--- config.mk ---
export PLATFORM = sky130hd
export DESIGN_NAME = lcdTop
export DESIGN_NICKNAME = d
export VERILOG_FILES = /design/src/lcdPkg.sv /design/src/lcdTop.sv /design/src/lcdBusDriver.sv /design/src/lcdOpSequencer.sv /design/src/lcdConfigRegs.sv
export SDC_FILE = /design/constraint.sdc
export NUM_CORES = 1
export LEC_CHECK = 0
export BUFFER_PORTS_ARGS = -buffer_cell sky130_fd_sc_hd__buf_2
export CAP_MARGIN = 20
export CORE_UTILIZATION = 40
export DETAILED_ROUTE_END_ITERATION = 10
export HOLD_SLACK_MARGIN = 0.12
export PLACE_DENSITY = 0.56
export SYNTH_ARGS = -nofsm -noshare
export SYNTH_HDL_FRONTEND = slang
export SYNTH_SLANG_ARGS = --single-unit
--- constraint.sdc ---
create_clock -name clk -period 7.6 [get_ports clk]
set_input_delay 1.52 -clock clk [delete_from_list [all_inputs] [get_ports clk]]
set_output_delay 1.52 -clock clk [all_outputs]
set_load 0.005 [all_outputs]
--- src/lcdPkg.sv ---
package lcdPkg;

  typedef enum logic [2:0] {
    opPowerUp,
    opDispOn,
    opDispOff,
    opSetColumn,
    opSetPage,
    opFill,
    opClear
  } lcdOp;

  typedef logic [7:0]  busByte;
  typedef logic [15:0] coord;
  typedef logic [15:0] rgb565;
  typedef logic [16:0] pixelCount;
  typedef logic [18:0] stepIndex;  // a clear runs past 307k steps
  typedef logic [16:0] usCount;

  typedef struct packed {
    coord      xStart;
    coord      xEnd;
    coord      yStart;
    coord      yEnd;
    rgb565     fillColour;
    pixelCount fillCount;
    logic [15:0] tickDiv;
  } lcdConfig;

  // panel command set
  localparam busByte cmdSwReset   = 8'h01;
  localparam busByte cmdSleepIn   = 8'h10;
  localparam busByte cmdSleepOut  = 8'h11;
  localparam busByte cmdDispOff   = 8'h28;
  localparam busByte cmdDispOn    = 8'h29;
  localparam busByte cmdColumnSet = 8'h2A;
  localparam busByte cmdPageSet   = 8'h2B;
  localparam busByte cmdMemWrite  = 8'h2C;
  localparam busByte cmdMadCtl    = 8'h36;
  localparam busByte cmdPixFmt    = 8'h3A;

  localparam busByte madCtlValue = 8'h30;
  localparam busByte pixFmt565   = 8'h55;

  // waits in microsecond ticks
  localparam usCount waitSwReset  = 17'd5000;
  localparam usCount waitSleepOut = 17'd120000;
  localparam usCount waitDispOn   = 17'd5000;
  localparam usCount waitDispOff  = 17'd10000;
  localparam usCount waitSleepIn  = 17'd10000;

  localparam coord      screenWidth  = 16'd240;
  localparam coord      screenHeight = 16'd320;
  localparam pixelCount screenPixels = 17'd76800;

  localparam logic [15:0] tickDivDefault = 16'd99;  // 1 us at 100 MHz
  localparam stepIndex    windowSteps    = 19'd12;  // csx high up to the last window byte

  localparam logic [2:0] regXStart  = 3'd0;
  localparam logic [2:0] regXEnd    = 3'd1;
  localparam logic [2:0] regYStart  = 3'd2;
  localparam logic [2:0] regYEnd    = 3'd3;
  localparam logic [2:0] regColour  = 3'd4;
  localparam logic [2:0] regCountLo = 3'd5;
  localparam logic [2:0] regCountHi = 3'd6;
  localparam logic [2:0] regTickDiv = 3'd7;

endpackage
--- src/lcdTop.sv ---
module lcdTop (
  input  logic           clk,
  input  logic           rst,
  input  logic           opStart,
  input  lcdPkg::lcdOp   opCode,
  output logic           busy,
  output logic           done,
  input  logic           regWrite,
  input  logic [2:0]     regAddr,
  input  logic [15:0]    regData,
  output logic           csx,
  output logic           dcx,
  output logic           wrx,
  output lcdPkg::busByte data
);
  import lcdPkg::*;

  lcdConfig cfg;
  lcdConfig opCfg;
  lcdOp     activeOp;
  stepIndex step;
  logic     stepValid;
  logic     waitStep;
  usCount   waitLen;
  logic     lastStep;

  lcdConfigRegs regs_i (
    .clk      (clk),
    .rst      (rst),
    .regWrite (regWrite),
    .regAddr  (regAddr),
    .regData  (regData),
    .cfg      (cfg)
  );

  lcdOpSequencer seq_i (
    .clk       (clk),
    .rst       (rst),
    .opStart   (opStart),
    .opCode    (opCode),
    .cfg       (cfg),
    .waitStep  (waitStep),
    .waitLen   (waitLen),
    .lastStep  (lastStep),
    .activeOp  (activeOp),
    .step      (step),
    .stepValid (stepValid),
    .opCfg     (opCfg),
    .busy      (busy),
    .done      (done)
  );

  lcdBusDriver bus_i (
    .clk       (clk),
    .rst       (rst),
    .activeOp  (activeOp),
    .step      (step),
    .stepValid (stepValid),
    .opCfg     (opCfg),
    .csx       (csx),
    .dcx       (dcx),
    .wrx       (wrx),
    .data      (data),
    .waitStep  (waitStep),
    .waitLen   (waitLen),
    .lastStep  (lastStep)
  );

endmodule

--- src/lcdBusDriver.sv ---
module lcdBusDriver (
  input  logic             clk,
  input  logic             rst,
  input  lcdPkg::lcdOp     activeOp,
  input  lcdPkg::stepIndex step,
  input  logic             stepValid,
  input  lcdPkg::lcdConfig opCfg,
  output logic             csx,
  output logic             dcx,
  output logic             wrx,
  output lcdPkg::busByte   data,
  output logic             waitStep,
  output lcdPkg::usCount   waitLen,
  output logic             lastStep
);
  import lcdPkg::*;

  typedef enum logic [2:0] {
    actNone,
    actCsxHigh,
    actCsxLow,
    actWrLow,
    actWrHigh,
    actWait,
    actLast
  } actKind;

  // what one step does to the bus
  typedef struct packed {
    actKind kind;
    logic   isData;
    busByte val;
    usCount len;
  } stepAct;

  stepAct    act;
  pixelCount fillPixels;
  stepIndex  fillLast;
  stepIndex  clearLast;
  logic      nextCsx;
  logic      nextDcx;
  logic      nextWrx;
  busByte    nextData;

  function automatic stepAct makeAct(actKind kind, logic isData, busByte val, usCount len);
    stepAct a;
    a.kind   = kind;
    a.isData = isData;
    a.val    = val;
    a.len    = len;
    return a;
  endfunction

  function automatic stepAct powerUpAct(stepIndex s);
    stepAct a;
    case (s)
      0:  a = makeAct(actCsxHigh, 1'b0, '0, '0);
      1:  a = makeAct(actCsxLow, 1'b0, '0, '0);
      2:  a = makeAct(actWrLow, 1'b0, cmdSwReset, '0);
      4:  a = makeAct(actWait, 1'b0, '0, waitSwReset);
      5:  a = makeAct(actWrLow, 1'b0, cmdSleepOut, '0);
      7:  a = makeAct(actWait, 1'b0, '0, waitSleepOut);
      8:  a = makeAct(actWrLow, 1'b0, cmdPixFmt, '0);
      10: a = makeAct(actWrLow, 1'b1, pixFmt565, '0);
      12: a = makeAct(actWrLow, 1'b0, cmdMadCtl, '0);
      14: a = makeAct(actWrLow, 1'b1, madCtlValue, '0);
      16: a = makeAct(actWrLow, 1'b0, cmdDispOn, '0);
      3, 6, 9, 11, 13, 15, 17: a = makeAct(actWrHigh, 1'b0, '0, '0);
      18: a = makeAct(actLast, 1'b0, '0, '0);
      default: a = makeAct(actNone, 1'b0, '0, '0);
    endcase
    return a;
  endfunction

  // two commands, each followed by its wait
  function automatic stepAct pairAct(stepIndex s, busByte cmdA, usCount waitA,
                                     busByte cmdB, usCount waitB);
    stepAct a;
    case (s)
      0: a = makeAct(actCsxHigh, 1'b0, '0, '0);
      1: a = makeAct(actCsxLow, 1'b0, '0, '0);
      2: a = makeAct(actWrLow, 1'b0, cmdA, '0);
      4: a = makeAct(actWait, 1'b0, '0, waitA);
      5: a = makeAct(actWrLow, 1'b0, cmdB, '0);
      7: a = makeAct(actWait, 1'b0, '0, waitB);
      3, 6: a = makeAct(actWrHigh, 1'b0, '0, '0);
      8: a = makeAct(actLast, 1'b0, '0, '0);
      default: a = makeAct(actNone, 1'b0, '0, '0);
    endcase
    return a;
  endfunction

  function automatic stepAct windowAct(stepIndex rel, busByte cmd, coord winStart,
                                       coord winEnd);
    stepAct a;
    busByte val;
    logic   isData;
    isData = 1'b1;
    case (rel[3:1])  // byte index, 1 is the command
      3'd1: begin
        val    = cmd;
        isData = 1'b0;
      end
      3'd2: val = winStart[15:8];
      3'd3: val = winStart[7:0];
      3'd4: val = winEnd[15:8];
      default: val = winEnd[7:0];
    endcase
    if (rel == '0) begin
      a = makeAct(actCsxHigh, 1'b0, '0, '0);
    end else if (rel == 19'd1) begin
      a = makeAct(actCsxLow, 1'b0, '0, '0);
    end else if (rel < windowSteps) begin
      a = makeAct(rel[0] ? actWrHigh : actWrLow, isData, val, '0);
    end else if (rel == windowSteps) begin
      a = makeAct(actLast, 1'b0, '0, '0);
    end else begin
      a = makeAct(actNone, 1'b0, '0, '0);
    end
    return a;
  endfunction

  function automatic stepAct fillAct(stepIndex rel, rgb565 colour, stepIndex lastRel);
    stepAct a;
    if (rel == '0) begin
      a = makeAct(actCsxHigh, 1'b0, '0, '0);
    end else if (rel == 19'd1) begin
      a = makeAct(actCsxLow, 1'b0, '0, '0);
    end else if (rel == lastRel) begin
      a = makeAct(actLast, 1'b0, '0, '0);
    end else if (rel < 19'd4) begin
      a = makeAct(rel[0] ? actWrHigh : actWrLow, 1'b0, cmdMemWrite, '0);
    end else begin
      // rel[1] picks the low byte of the pixel
      a = makeAct(rel[0] ? actWrHigh : actWrLow, 1'b1,
                  rel[1] ? colour[7:0] : colour[15:8], '0);
    end
    return a;
  endfunction

  // oversized counts are cut to one screen
  assign fillPixels = (opCfg.fillCount > screenPixels) ? screenPixels : opCfg.fillCount;
  assign fillLast   = (stepIndex'(fillPixels) << 2) + 19'd4;
  assign clearLast  = (stepIndex'(screenPixels) << 2) + 19'd4;

  always_comb begin
    act = makeAct(actNone, 1'b0, '0, '0);
    if (stepValid) begin
      case (activeOp)
        opPowerUp:   act = powerUpAct(step);
        opDispOn:    act = pairAct(step, cmdSleepOut, waitSleepOut, cmdDispOn, waitDispOn);
        opDispOff:   act = pairAct(step, cmdDispOff, waitDispOff, cmdSleepIn, waitSleepIn);
        opSetColumn: act = windowAct(step, cmdColumnSet, opCfg.xStart, opCfg.xEnd);
        opSetPage:   act = windowAct(step, cmdPageSet, opCfg.yStart, opCfg.yEnd);
        opFill:      act = fillAct(step, opCfg.fillColour, fillLast);
        opClear: begin
          if (step < windowSteps) begin
            act = windowAct(step, cmdColumnSet, '0, screenWidth - 16'd1);
          end else if (step < (windowSteps << 1)) begin
            act = windowAct(step - windowSteps, cmdPageSet, '0, screenHeight - 16'd1);
          end else begin
            act = fillAct(step - (windowSteps << 1), '0, clearLast);
          end
        end
        default: begin
        end
      endcase
    end
  end

  always_comb begin
    nextCsx  = csx;
    nextDcx  = dcx;
    nextWrx  = wrx;
    nextData = data;
    case (act.kind)
      actCsxHigh, actLast: begin
        nextCsx = 1'b1;
        nextWrx = 1'b1;
      end
      actCsxLow: nextCsx = 1'b0;
      actWrLow: begin
        nextWrx  = 1'b0;
        nextDcx  = act.isData;
        nextData = act.val;
      end
      actWrHigh: nextWrx = 1'b1;  // panel latches here
      default: begin  // idle and wait steps keep the lines
      end
    endcase
  end

  assign waitStep = (act.kind == actWait);
  assign waitLen  = act.len;
  assign lastStep = (act.kind == actLast);

  always_ff @(posedge clk or posedge rst) begin
    if (rst) begin
      csx  <= 1'b1;
      dcx  <= 1'b1;
      wrx  <= 1'b1;
      data <= '0;
    end else begin
      csx  <= nextCsx;
      dcx  <= nextDcx;
      wrx  <= nextWrx;
      data <= nextData;
    end
  end

  // data must be settled before the wrx rise
  dataStable: assert property (
    @(posedge clk) disable iff (rst)
    $changed(data) |-> (!wrx || csx)
  ) else $error("data changed with wrx high and csx low");

endmodule

--- src/lcdOpSequencer.sv ---
module lcdOpSequencer (
  input  logic             clk,
  input  logic             rst,
  input  logic             opStart,
  input  lcdPkg::lcdOp     opCode,
  input  lcdPkg::lcdConfig cfg,
  input  logic             waitStep,
  input  lcdPkg::usCount   waitLen,
  input  logic             lastStep,
  output lcdPkg::lcdOp     activeOp,
  output lcdPkg::stepIndex step,
  output logic             stepValid,
  output lcdPkg::lcdConfig opCfg,
  output logic             busy,
  output logic             done
);
  import lcdPkg::*;

  typedef enum logic [1:0] {
    idle,
    run,
    hold,
    finish
  } seqState;

  seqState     state;
  usCount      ticksLeft;
  logic [15:0] prescale;
  logic        accept;

  assign accept    = (state == idle) && opStart;
  assign busy      = (state != idle);
  assign stepValid = (state == run) || (state == hold);

  // operation and its settings stay fixed until the next accept
  always_ff @(posedge clk) begin
    if (accept) begin
      activeOp <= opCode;
      opCfg    <= cfg;
    end
  end

  always_ff @(posedge clk or posedge rst) begin
    if (rst) begin
      state     <= idle;
      step      <= '0;
      ticksLeft <= '0;
      prescale  <= '0;
      done      <= 1'b0;
    end else begin
      done <= 1'b0;
      case (state)
        idle: begin
          if (opStart) begin
            state <= run;
            step  <= '0;
          end
        end
        run: begin
          if (lastStep) begin
            state <= finish;
            step  <= '0;
          end else if (waitStep) begin
            state     <= hold;
            ticksLeft <= waitLen;
            prescale  <= opCfg.tickDiv;
          end else begin
            step <= step + 1'b1;
          end
        end
        hold: begin
          if (prescale != 16'd0) begin
            prescale <= prescale - 16'd1;
          end else begin
            prescale <= opCfg.tickDiv;  // one tick gone
            if (ticksLeft <= 17'd1) begin
              state <= run;
              step  <= step + 1'b1;
            end else begin
              ticksLeft <= ticksLeft - 17'd1;
            end
          end
        end
        default: begin  // finish, bus already shows csx high
          state <= idle;
          done  <= 1'b1;
        end
      endcase
    end
  end

  doneNotBusy: assert property (
    @(posedge clk) disable iff (rst)
    done |-> !busy
  ) else $error("done raised while busy");

  stepHeldInWait: assert property (
    @(posedge clk) disable iff (rst)
    (state == hold) |=> (step == $past(step)) || (state == run)
  ) else $error("step moved during a wait");

endmodule

--- src/lcdConfigRegs.sv ---
module lcdConfigRegs (
  input  logic             clk,
  input  logic             rst,
  input  logic             regWrite,
  input  logic [2:0]       regAddr,
  input  logic [15:0]      regData,
  output lcdPkg::lcdConfig cfg
);
  import lcdPkg::*;

  // full-screen window out of reset
  always_ff @(posedge clk or posedge rst) begin
    if (rst) begin
      cfg.xStart     <= '0;
      cfg.xEnd       <= screenWidth - 16'd1;
      cfg.yStart     <= '0;
      cfg.yEnd       <= screenHeight - 16'd1;
      cfg.fillColour <= '0;
      cfg.fillCount  <= '0;
      cfg.tickDiv    <= tickDivDefault;
    end else if (regWrite) begin
      case (regAddr)
        regXStart: begin
          cfg.xStart <= regData;
        end
        regXEnd: begin
          cfg.xEnd <= regData;
        end
        regYStart: begin
          cfg.yStart <= regData;
        end
        regYEnd: begin
          cfg.yEnd <= regData;
        end
        regColour: begin
          cfg.fillColour <= regData;
        end
        regCountLo: begin
          cfg.fillCount[15:0] <= regData;
        end
        regCountHi: begin
          cfg.fillCount[16] <= regData[0];  // only bit 0 is kept
        end
        regTickDiv: begin
          cfg.tickDiv <= regData;
        end
        default: begin
        end
      endcase
    end
  end

  // a write must name a real register
  addrInMap: assert property (
    @(posedge clk) disable iff (rst)
    regWrite |-> !$isunknown(regAddr)
  ) else $error("register write to bad address %0h", regAddr);

endmodule

* Word-level counts from Yosys, hierarchy flattened *
Memory sizes are Yosys's and may differ from the RTL's.
Index checks and enable logic that the tools add are counted.

word-level totals
  flip-flop bits (word level) = 295
  bits in latches = 0
  bits in writable memories = 0
  memory bits (read-only) = 1,120
  input bits = 26
  output and inout port bits = 13
  memories kept = 3

cells by class
  $add $sub $neg = 6
  multiply operators = 0
  div/mod/pow operators = 0
  order comparisons = 7
  eq/ne operators = 44
  shift operators = 0
  muxes and demuxes = 63
  bitwise operators = 0
  reduce and logical (&&, ||, !) cells = 33

memory list
  memory           words  bits a word  read ports  clocked after Yosys merged registers in  wr ports  RTL line            RTL
  (no name shown)  32     21           1           0                                        0         lcdBusDriver.sv:56  case (s)
  (no name shown)  16     17           1           0                                        0         lcdBusDriver.sv:79  case (s)
  (no name shown)  16     11           1           0                                        0         lcdBusDriver.sv:79

operators with widths
  operator                                              number
  2-to-1 mux 29 bit                                     25
  case mux 29 bit (7 select lines)                      1
  2-to-1 mux 19 bit                                     5
  2-to-1 mux 17 bit                                     5
  case mux 8 bit (4 select lines)                       2
  == test 19 x 1 -> 1 bit (second input constant)       3
  logical NOT 19 bit                                    3
  case mux 19 bit (3 select lines)                      1
  2-to-1 mux 26 bit                                     2
  2-to-1 mux 16 bit                                     3
  == test 19 x 4 -> 1 bit (second input constant)       2
  < comparator 19 x 3 -> 1 bit (second input constant)  2
  < comparator 19 x 4 -> 1 bit (second input constant)  2
  == test 3 bit (second input constant)                 12
  case mux 17 bit (2 select lines)                      1
  case mux 16 bit (2 select lines)                      1
  == test 3 x 2 -> 1 bit (second input constant)        10
  adder 19 x 1 -> 19 bit (second input constant)        1
  adder 19 x 3 -> 19 bit (second input constant)        1
  == test 19 bit                                        1
  == test 19 bit (second input constant)                1
  < comparator 19 x 5 -> 1 bit (second input constant)  1
  subtractor 19 x 4 -> 19 bit (second input constant)   1
  subtractor 19 x 5 -> 19 bit (second input constant)   1
  34 further kinds                                      66

* Depth between registers and ports, before layout *
Gate-level depths: netlist of the first run.

  depth in word-level cells = 15
  mapped depth = 19

* Modules after synthesis *
Synthesis of the first run repeated with hierarchy kept, for this count alone.

unflattened totals
  cell total of the unflattened synthesis = 1,409
  area total of the unflattened synthesis = 15,721.3 um^2

modules (own cells, without submodules)
  module          instances  cells an instance  area an instance (um^2)  sequential area each (um^2)
  lcdOpSequencer  1          538                7,111.8                  4,859.7
  lcdConfigRegs   1          249                4,383.0                  2,850.2
  lcdBusDriver    1          622                4,226.6                  279.0

* Worst setup path after synthesis of the first run *
No wires, ideal clock.

  kind = input to register
  start = input port opStart
  end = register seq_i.activeOp[0] (enable)
  arrival = 4,173 ps
  data required time = 7,112 ps
  setup slack = 2,939 ps
  stages = 1
  path buffers = 0
  path through = and2_1

between the ends
  cells in the longest elaborated chain, start to end = 1

RTL lines
  what                    RTL line              RTL
  start: declaration      lcdTop.sv:4           input logic opStart,
  logical AND 1 bit       lcdOpSequencer.sv:31  assign accept = (state == idle) && opStart;
  end signal: assignment  lcdOpSequencer.sv:38  activeOp <= opCode;
  end: declaration        lcdOpSequencer.sv:10  output lcdPkg::lcdOp activeOp,

Every way passes these cells.
A chain may end at the register's enable or synchronous reset.

* Worst setup path in the final report of the first run *
  start = register seq_i.step[1]
  end = register seq_i.step[7]

between the ends
  cells in the longest elaborated chain, start to end = 13

RTL lines
  what                                                                                  RTL line              RTL
  start: declaration                                                                    lcdOpSequencer.sv:11  output lcdPkg::stepIndex step,
  start signal: assignment                                                              lcdOpSequencer.sv:68  step <= step + 1'b1;
  start signal: assignment                                                              lcdOpSequencer.sv:78  step <= step + 1'b1;
  parallel branches: the longest is 13 deep, another holds subtractor 19 x 4 -> 19 bit  --

Several ways; the timed one is not identified. The select of a mux whose other input is x is not followed.

==> summary.log, run 1 <==
[run] max capacitance violation total 0
[global_routing] antenna violations before repair 0
[clock_network] clock network latency to the later pin of the worst-skew pair 0.53 ns
[clock_network] maximum count of clock buffers along a single path 3
[yosys] per-instance average area after synthesis 11.07 µm²
[clock_network] post-cts sizing count 0
[yosys] sequential cell area fraction in the yosys report 0.5231
[worst_setup_path] Critical Path Start Type flop
[timing] final setup slack of the worst path 1.907 ns
[run_status] status finished, final reports clean
[worst_setup_path] crit end category flop
[routing] vias after detailed routing 11,350
[yosys] syn nets 1,429
[placed_design] quantity of I/O buffers inserted on ports 38
[worst_setup_path] highest net fanout along the worst path 27
[placed_design] final weighted congestion in routability-driven placement 0.8715
[yosys] post-synth top area share 0.2589
[timing] Final Critical Period 5.693 ns
[power_and_ir_drop] peak supply drop 0.0001878 V
[yosys] ys flop type sky130_fd_sc_hd__dfrtp_1
[floorplan] chip width 197.4 µm
[finish] fraction of final layout cells with drive strength greater than 1 0.2031
[timing] number of endpoints failing setup at the final stage 0
[floorplan] Initial Utilization 0.4064
[yosys] post-synthesis instance area 15,270 µm²
[worst_hold_path] type of the most critical hold path reg2reg
[routing] final antenna-violating net count 0
[yosys] synthesized netlist cell count 1,379
[routing] routed wire length 40.80 mm
[global_routing] final global-route overflow total 0
[global_routing] wire length of the first global-routing pass 64.12 mm
[clock_network] TritonCTS clock tree yes
[timing] upper clock frequency limit 175.7 MHz
[global_routing] number of global-route vias before repair 10,940
[finish] count of antenna diodes in the layout 0
[timing] Post-Route Setup TNS 0 ns
[finish] count of nets after finishing 1,433
[worst_setup_path] required time at the endpoint of the critical path 8.00 ns
[floorplan] area of the core 37,580 µm²
[yosys] cell type with the highest aggregate area in the netlist sky130_fd_sc_hd__dfrtp_1
[clock_network] count of hold buffers inserted by post-cts repair 0
[timing] Max-slew headroom 0.2839
[floorplan] DIE AREA 38,960 µm²
[finish] final instance count without filler cells 1,919
[clock_network] post-CTS setup buffers 0
[timing] clk_skew 0.01753 ns
[worst_setup_path] path type of the worst setup path reg2reg
[yosys] Netlist cell types 95
[floorplan] Die Y 197.4 µm
[power_and_ir_drop] total power divided by cell area 219.2 nW/µm²
[placed_design] Cell Count Post-Placement 1,858
[clock_network] cell at the root of the clock tree sky130_fd_sc_hd__clkbuf_16
[yosys] dominant cells by area after synthesis sky130_fd_sc_hd__dfrtp_1, sky130_fd_sc_hd__edfxtp_1, sky130_fd_sc_hd__mux2_2
[yosys] Synth Register Bits 295
[timing] fin crit share 0.7490
[floorplan] row cnt 71
[clock_network] number of H-tree levels 2
[global_routing] GRT Overall Usage 0.2137
[yosys] number of enable flip-flop cells after synthesis 116
[finish] area overhead of the layout relative to synthesis 11.42%
[power_and_ir_drop] static leakage 6.317 nW
[timing] max-slew violation count 0
[routing] first-pass detailed-route iteration total 5
[timing] RSZ-0062 raised after global routing no
[global_routing] largest net degree at the start of global routing 110
[floorplan] I/O Pins 39
[yosys] Synthesis Warnings 0
[clock_network] number of buffers created by CTS 34
[routing] mean routed wirelength per cell 21.26 µm
[yosys] dominant cell by count in the synthesized netlist sky130_fd_sc_hd__dfrtp_1
[routing] starting DRC count in detailed routing 758
[placed_design] worst slack at placement 1.935 ns
[clock_network] clock transition time at the flip-flop clock pins of the worst setup and hold paths 0.06 ns
[finish] final design utilization 0.4528
[worst_setup_path] Arr. time, crit path 6.10 ns
[timing] actual transition at the worst max-transition pin 1.059 ns
[clock_network] CTS sink cnt 295
[routing] Avg Vias per Cell 5.917
[placed_design] post-detail-place hpwl 27.52 mm
[timing] total count of hold-check failures in the final report 0
[yosys] async set-or-reset flop fraction in the synthesized netlist 0.6068
[routing] DRC violation count after routing 0
[yosys] list of most frequent post-synthesis cells sky130_fd_sc_hd__dfrtp_1, sky130_fd_sc_hd__mux2_2, sky130_fd_sc_hd__edfxtp_1
[timing] worst hold slack across all endpoints 0.4400 ns
## where the power goes
group | switching [mW] | internal (mW) | total, mW
Combinational | 0.0781 | 0.106 | 0.184
Sequential | 0.0631 | 1.84 | 1.90
Clock | 0.684 | 0.962 | 1.65
## worst max-delay path: stages (launching register included)
cell                        delay, ns
sky130_fd_sc_hd__dfrtp_1         0.36
sky130_fd_sc_hd__buf_4           0.24
sky130_fd_sc_hd__inv_1           0.66
sky130_fd_sc_hd__ha_1            0.76
sky130_fd_sc_hd__nand2_1         0.15
sky130_fd_sc_hd__a21oi_1         0.21
sky130_fd_sc_hd__nand4_1         0.12
sky130_fd_sc_hd__nor3_1          0.21
sky130_fd_sc_hd__o2111ai_1       0.13
sky130_fd_sc_hd__nor4b_1         0.90
sky130_fd_sc_hd__a21bo_4         0.29
sky130_fd_sc_hd__inv_1           0.12
sky130_fd_sc_hd__o31ai_4         0.75
sky130_fd_sc_hd__nor2b_1         0.29
sky130_fd_sc_hd__a221o_1         0.35
## per-layer routing
layer	vias to the layer above	share of wire	track usage
li1	5263	-	-
met4	2	0.027	0.06977
met1	5712	0.46	0.2980
met5	-	0.00088	0.006386
met2	313	0.47	0.3430
met3	64	0.044	0.02834
## sequential cells by signal (all words and copies together) (netlist names), 2 cells and up
signal	count
regs_i.cfg	113
seq_i.opCfg	113
seq_i.step	19
seq_i.ticksLeft	17
seq_i.prescale	16
bus_i.data	8
seq_i.activeOp	3
seq_i.state	2
## layout by cell type (no fill, tap or decap), drive strengths merged, types with 22 or more instances in the layout
cell    Yosys  layout
dfrtp     158     158
mux2      121     121
edfxtp    116     116
nand2      94      94
nor2       87      87
o21ai      87      87
a21oi      70      70
buf        19      54
clkbuf     67      44
nand3      39      39
nor3       38      38
nor4       30      30
inv        23      26
ha         24      24
o22ai      22      22
## path summary, 6_finish.rpt
path | start | endpoint | slack [ns] | cells past startpoint
worst max-delay path | seq_i.step[1]$_DFFE_PP0P_ | seq_i.step[7]$_DFFE_PP0P_ | 1.91 | 14
worst min-delay path | regs_i.cfg[7]$_DFFE_PP0P_ | seq_i.opCfg[7]$_DFFE_PP_ | 0.44 | 0
worst max register to register | seq_i.step[1]$_DFFE_PP0P_ | seq_i.step[7]$_DFFE_PP0P_ | 1.91 | 14
worst min register to register | regs_i.cfg[7]$_DFFE_PP0P_ | seq_i.opCfg[7]$_DFFE_PP_ | 0.44 | 0
max in group asynchronous | rst | regs_i.cfg[110]$_DFFE_PP0P_ | 4.98 | 3
min in group asynchronous | rst | seq_i.prescale[14]$_DFFE_PP0P_ | 1.15 | 2
## cell type report
class	count	area, µm²
Clock buffer	44	948.4
Clock inverter	17	176.4
Fill cell	3493	20560
Inverter	24	97.59
Multi-Input combinational cell	974	6847
Sequential cell	295	7990
Tap cell	511	639.4
Timing Repair Buffer	54	317.8
## logic make-up (layout without fill, tap and decap cells)
family,Yosys count,after routing,synth area share
AND/OR/NAND/NOR,439,439,0.1572
flip-flops,295,295,0.5231
multiplexers,141,141,0.1023
buffers and inverters,110,139,0.03007
XOR/XNOR,30,30,0.01720
adder cells (fa/ha/maj),25,25,0.02032
AO/OA/AOI/OAI,339,339,0.1498
## stage by stage
stage | instance area (µm²) | power (mW)
after global placement | 15880 | 2.105
final | 17020 | 3.731
after CTS | 17020 | 3.774
after global routing | 17020 | 3.868
after floorplan | 15270 | 2.049
after detailed placement | 15890 | 2.121
Power figures use the tool's default switching activity.
==> run 2: changes to the inputs <==
==> constraint.sdc (replaced) <==
create_clock -name clk -period 5.88 [get_ports clk]
set_input_delay 1.176 -clock clk [delete_from_list [all_inputs] [get_ports clk]]
set_output_delay 1.176 -clock clk [all_outputs]
set_load 0.005 [all_outputs]
==> run 2 against run 1 <==
Clock-buffer cell count increased by 2. Global-route usage decreased by 0.23 points. Wire length decreased by 0.55%. Combinational power increased by 30%. Register-to-register slack got worse by 1.0 ns. Sequential power increased by 29%. Critical path depth increased by 1. Critical path type unchanged. Highest routed layer unchanged.
==> summary.log, run 2 (synthesis results as in run 1) <==
[worst_setup_path] Arr. time, crit path 5.41 ns [-0.69 ns]
[finish] count of antenna diodes in the layout 0 [unchanged]
[global_routing] antenna violations before repair 2 [+2]
[floorplan] row cnt 71 [unchanged]
[routing] highest routed layer met5
[placed_design] Cell Count Post-Placement 1,869 [+0.59%]
[power_and_ir_drop] total power divided by cell area 279.3 nW/µm² [+27%]
[timing] number of endpoints failing setup at the final stage 0 [unchanged]
[worst_setup_path] setup slack of the worst register-to-register path 0.87 ns [-1.04 ns]
[placed_design] worst slack at placement 0.8791 ns [-1.056 ns]
[finish] layout filler cell count 3,539 [+1.3%]
[floorplan] Initial Utilization 0.4064 [unchanged]
[floorplan] Die Y 197.4 µm [unchanged]
[timing] max-slew violation count 0 [unchanged]
[worst_setup_path] highest net fanout along the worst path 14 [-48%]
[routing] final antenna-violating net count 0 [unchanged]
[timing] upper clock frequency limit 199.5 MHz [+14%]
[run_status] status finished, final reports clean
[placed_design] quantity of I/O buffers inserted on ports 38 [unchanged]
[global_routing] largest net degree at the start of global routing 107 [-2.7%]
[routing] starting DRC count in detailed routing 651 [-14%]
[clock_network] clock network latency to the later pin of the worst-skew pair 0.53 ns [about the same]
[routing] routed wire length 40.57 mm [-0.55%]
[floorplan] I/O Pins 39 [unchanged]
[routing] met2 routed WL 18.94 mm [-1.5%]
[routing] Avg Vias per Cell 5.851 [-1.1%]
[clock_network] TritonCTS clock tree yes
[clock_network] number of buffers created by CTS 34 [unchanged]
[timing] fin crit share 0.8525 [+0.1034]
[global_routing] number of global-route vias before repair 10,870 [-0.66%]
[finish] leading cell type in the layout, fill and taps excluded sky130_fd_sc_hd__dfrtp_1
[placed_design] post-detail-place hpwl 27.73 mm [+0.77%]
[finish] final instance count without filler cells 1,931 [+0.63%]
[finish] commonest non-fill, non-tap cells in the layout sky130_fd_sc_hd__dfrtp_1, sky130_fd_sc_hd__mux2_2, sky130_fd_sc_hd__edfxtp_1, sky130_fd_sc_hd__nand2_1, sky130_fd_sc_hd__nor2_1
[placed_design] final weighted congestion in routability-driven placement 0.9161 [+5.1%]
[timing] RSZ-0062 raised after global routing no
[clock_network] post-CTS setup buffers 0 [unchanged]
[worst_setup_path] required time at the endpoint of the critical path 6.28 ns [-1.72 ns]
[worst_setup_path] worst-path cell chain nand2_1, o21a_1, and2_1, ha_1, xnor2_1, nand2_1, o22ai_1, nand4_1, nor3_1, o2111ai_1, nor4b_1, o21ai_1, a31o_2, nand3b_1, mux2_2
[timing] Max-slew headroom 0.4083 [+0.1243]
[worst_setup_path] Top delay family on crit path simple AND/OR/NAND/NOR gates
[power_and_ir_drop] peak supply drop 0.0002910 V [+55%]
[global_routing] GRT Overall Usage 0.2114 [-0.002309]
[clock_network] clock transition time at the flip-flop clock pins of the worst setup and hold paths 0.06 ns [about the same]
[global_routing] wire length of the first global-routing pass 63.53 mm [-0.92%]
[finish] count of nets after finishing 1,444 [+0.77%]
[clock_network] CTS sink cnt 295 [unchanged]
[routing] Met1 Routed Length 18.27 mm [-1.9%]
[worst_setup_path] most used cell along the critical path sky130_fd_sc_hd__nand2_1
[worst_setup_path] path type of the worst setup path reg2reg
[timing] Post-Route Setup TNS 0 ns [unchanged]
[finish] largest registers in the final layout regs_i.cfg: 113 flops, seq_i.opCfg: 113 flops, seq_i.step: 19 flops
[routing] DRC violation count after routing 0 [unchanged]
[run] max capacitance violation total 0 [unchanged]
[timing] final setup slack of the worst path 0.8675 ns [-1.040 ns]
[routing] mean routed wirelength per cell 21.01 µm [-1.2%]
[worst_setup_path] Critical Path Start Type flop
[routing] first-pass detailed-route iteration total 5 [unchanged]
[finish] FF/Latch Area 7990 µm² [unchanged]
[global_routing] final global-route overflow total 0 [unchanged]
[timing] total count of hold-check failures in the final report 0 [unchanged]
[timing] Final Critical Period 5.012 ns [-0.6803 ns]
[worst_setup_path] Crit-path slowest cell sky130_fd_sc_hd__nor4b_1
[worst_hold_path] type of the most critical hold path reg2reg
[timing] clk_skew 0.02461 ns [+0.007080 ns]
[floorplan] DIE AREA 38,960 µm² [unchanged]
[timing] actual transition at the worst max-transition pin 0.8843 ns [-0.1748 ns]
[floorplan] area of the core 37,580 µm² [unchanged]
[worst_setup_path] crit end category flop
[clock_network] count of hold buffers inserted by post-cts repair 0 [unchanged]
[clock_network] post-cts sizing count 0 [unchanged]
[clock_network] number of H-tree levels 2 [unchanged]
[routing] vias after detailed routing 11,300 [-0.48%]
[finish] area overhead of the layout relative to synthesis 11.98%
[power_and_ir_drop] static leakage 6.378 nW [+0.96%]
[floorplan] chip width 197.4 µm [unchanged]
[routing] Met3 Wirelength 1.883 mm [+4.7%]
[worst_setup_path] critical path's largest stage delay 0.61 ns [-0.29 ns]
[finish] fraction of final layout cells with drive strength greater than 1 0.2099 [+0.006734]
[clock_network] maximum count of clock buffers along a single path 3 [unchanged]
[finish] multi-input gate area in the final layout 6847 µm² [unchanged]
[finish] final design utilization 0.4551 [+0.002264]
[clock_network] cell at the root of the clock tree sky130_fd_sc_hd__clkbuf_16
[worst_setup_path] buffers and inverters on the worst path 0 [-3]
[run 2: cell count changes in the layout (fill, tap and decap cells not counted), sizes merged]
cell / previous run / this run
buf: 54 / 65
clkinv: 9 / 12
clkbuf: 44 / 46
clkinvlp: 4 / 2
bufinv: 2 / 1
inv: 26 / 25
[run 2: worst reg2reg max path: stages, from the launching register on]
cell and delay [ns]:
sky130_fd_sc_hd__edfxtp_1 0.52, sky130_fd_sc_hd__nand2_1 0.18, sky130_fd_sc_hd__o21a_1 0.32, sky130_fd_sc_hd__and2_1 0.20
sky130_fd_sc_hd__ha_1 0.26, sky130_fd_sc_hd__xnor2_1 0.37, sky130_fd_sc_hd__nand2_1 0.10, sky130_fd_sc_hd__o22ai_1 0.28
sky130_fd_sc_hd__nand4_1 0.14, sky130_fd_sc_hd__nor3_1 0.19, sky130_fd_sc_hd__o2111ai_1 0.13, sky130_fd_sc_hd__nor4b_1 0.61
sky130_fd_sc_hd__o21ai_1 0.28, sky130_fd_sc_hd__a31o_2 0.30, sky130_fd_sc_hd__nand3b_1 0.52, sky130_fd_sc_hd__mux2_2 0.46
[run 2: metal layers]
| metal | track usage | vias to the layer above |
|---|---|---|
| met5 | 0 | - |
| met3 | 0.03415 | 87 |
| li1 | - | 5273 |
| met1 | 0.2839 | 5634 |
| met4 | 0.08240 | 4 |
| met2 | 0.3421 | 301 |
[run 2: final timing paths]
kind / from / endpoint / depth (start not counted)
min in group asynchronous: rst / regs_i.cfg[9]$_DFFE_PP0P_ / 2
max: seq_i.opCfg[32]$_DFFE_PP_ / bus_i.data[2]$_DFFE_PP0P_ / 15
max in group asynchronous: rst / regs_i.cfg[47]$_DFFE_PP0P_ / 3
min: regs_i.cfg[64]$_DFFE_PP0P_ / seq_i.opCfg[64]$_DFFE_PP_ / 0
min reg2reg: regs_i.cfg[64]$_DFFE_PP0P_ / seq_i.opCfg[64]$_DFFE_PP_ / 0
max reg2reg: seq_i.opCfg[32]$_DFFE_PP_ / bus_i.data[2]$_DFFE_PP0P_ / 15
[run 2: cell type report]
cell class	instances	share of cell area
timing repair buffer	65	0.02414
tap	511	0.03739
clock inverter	16	0.009511
multi-input combinational	974	0.4004
sequential	295	0.4672
clock buffer	46	0.05590
inverter	24	0.005487
[run 2: per-stage QoR]
step	area [µm²]	power (mW)	hold WS (ns)
4_1_cts	17100	4.839	0.4369
5_1_grt	17100	4.954	0.4436
3_5_place_dp	15980	2.742	0.4278
3_3_place_gp	15970	2.725	0.4245
6_report	17100	4.776	0.4381
2_1_floorplan	15280	2.648	0.4194
[run 2: report_power, final]
part	internal (mW)	total, mW	switching [mW]
clock	1.21	2.08	0.871
sequential	2.38	2.46	0.0812
combinational	0.138	0.240	0.102
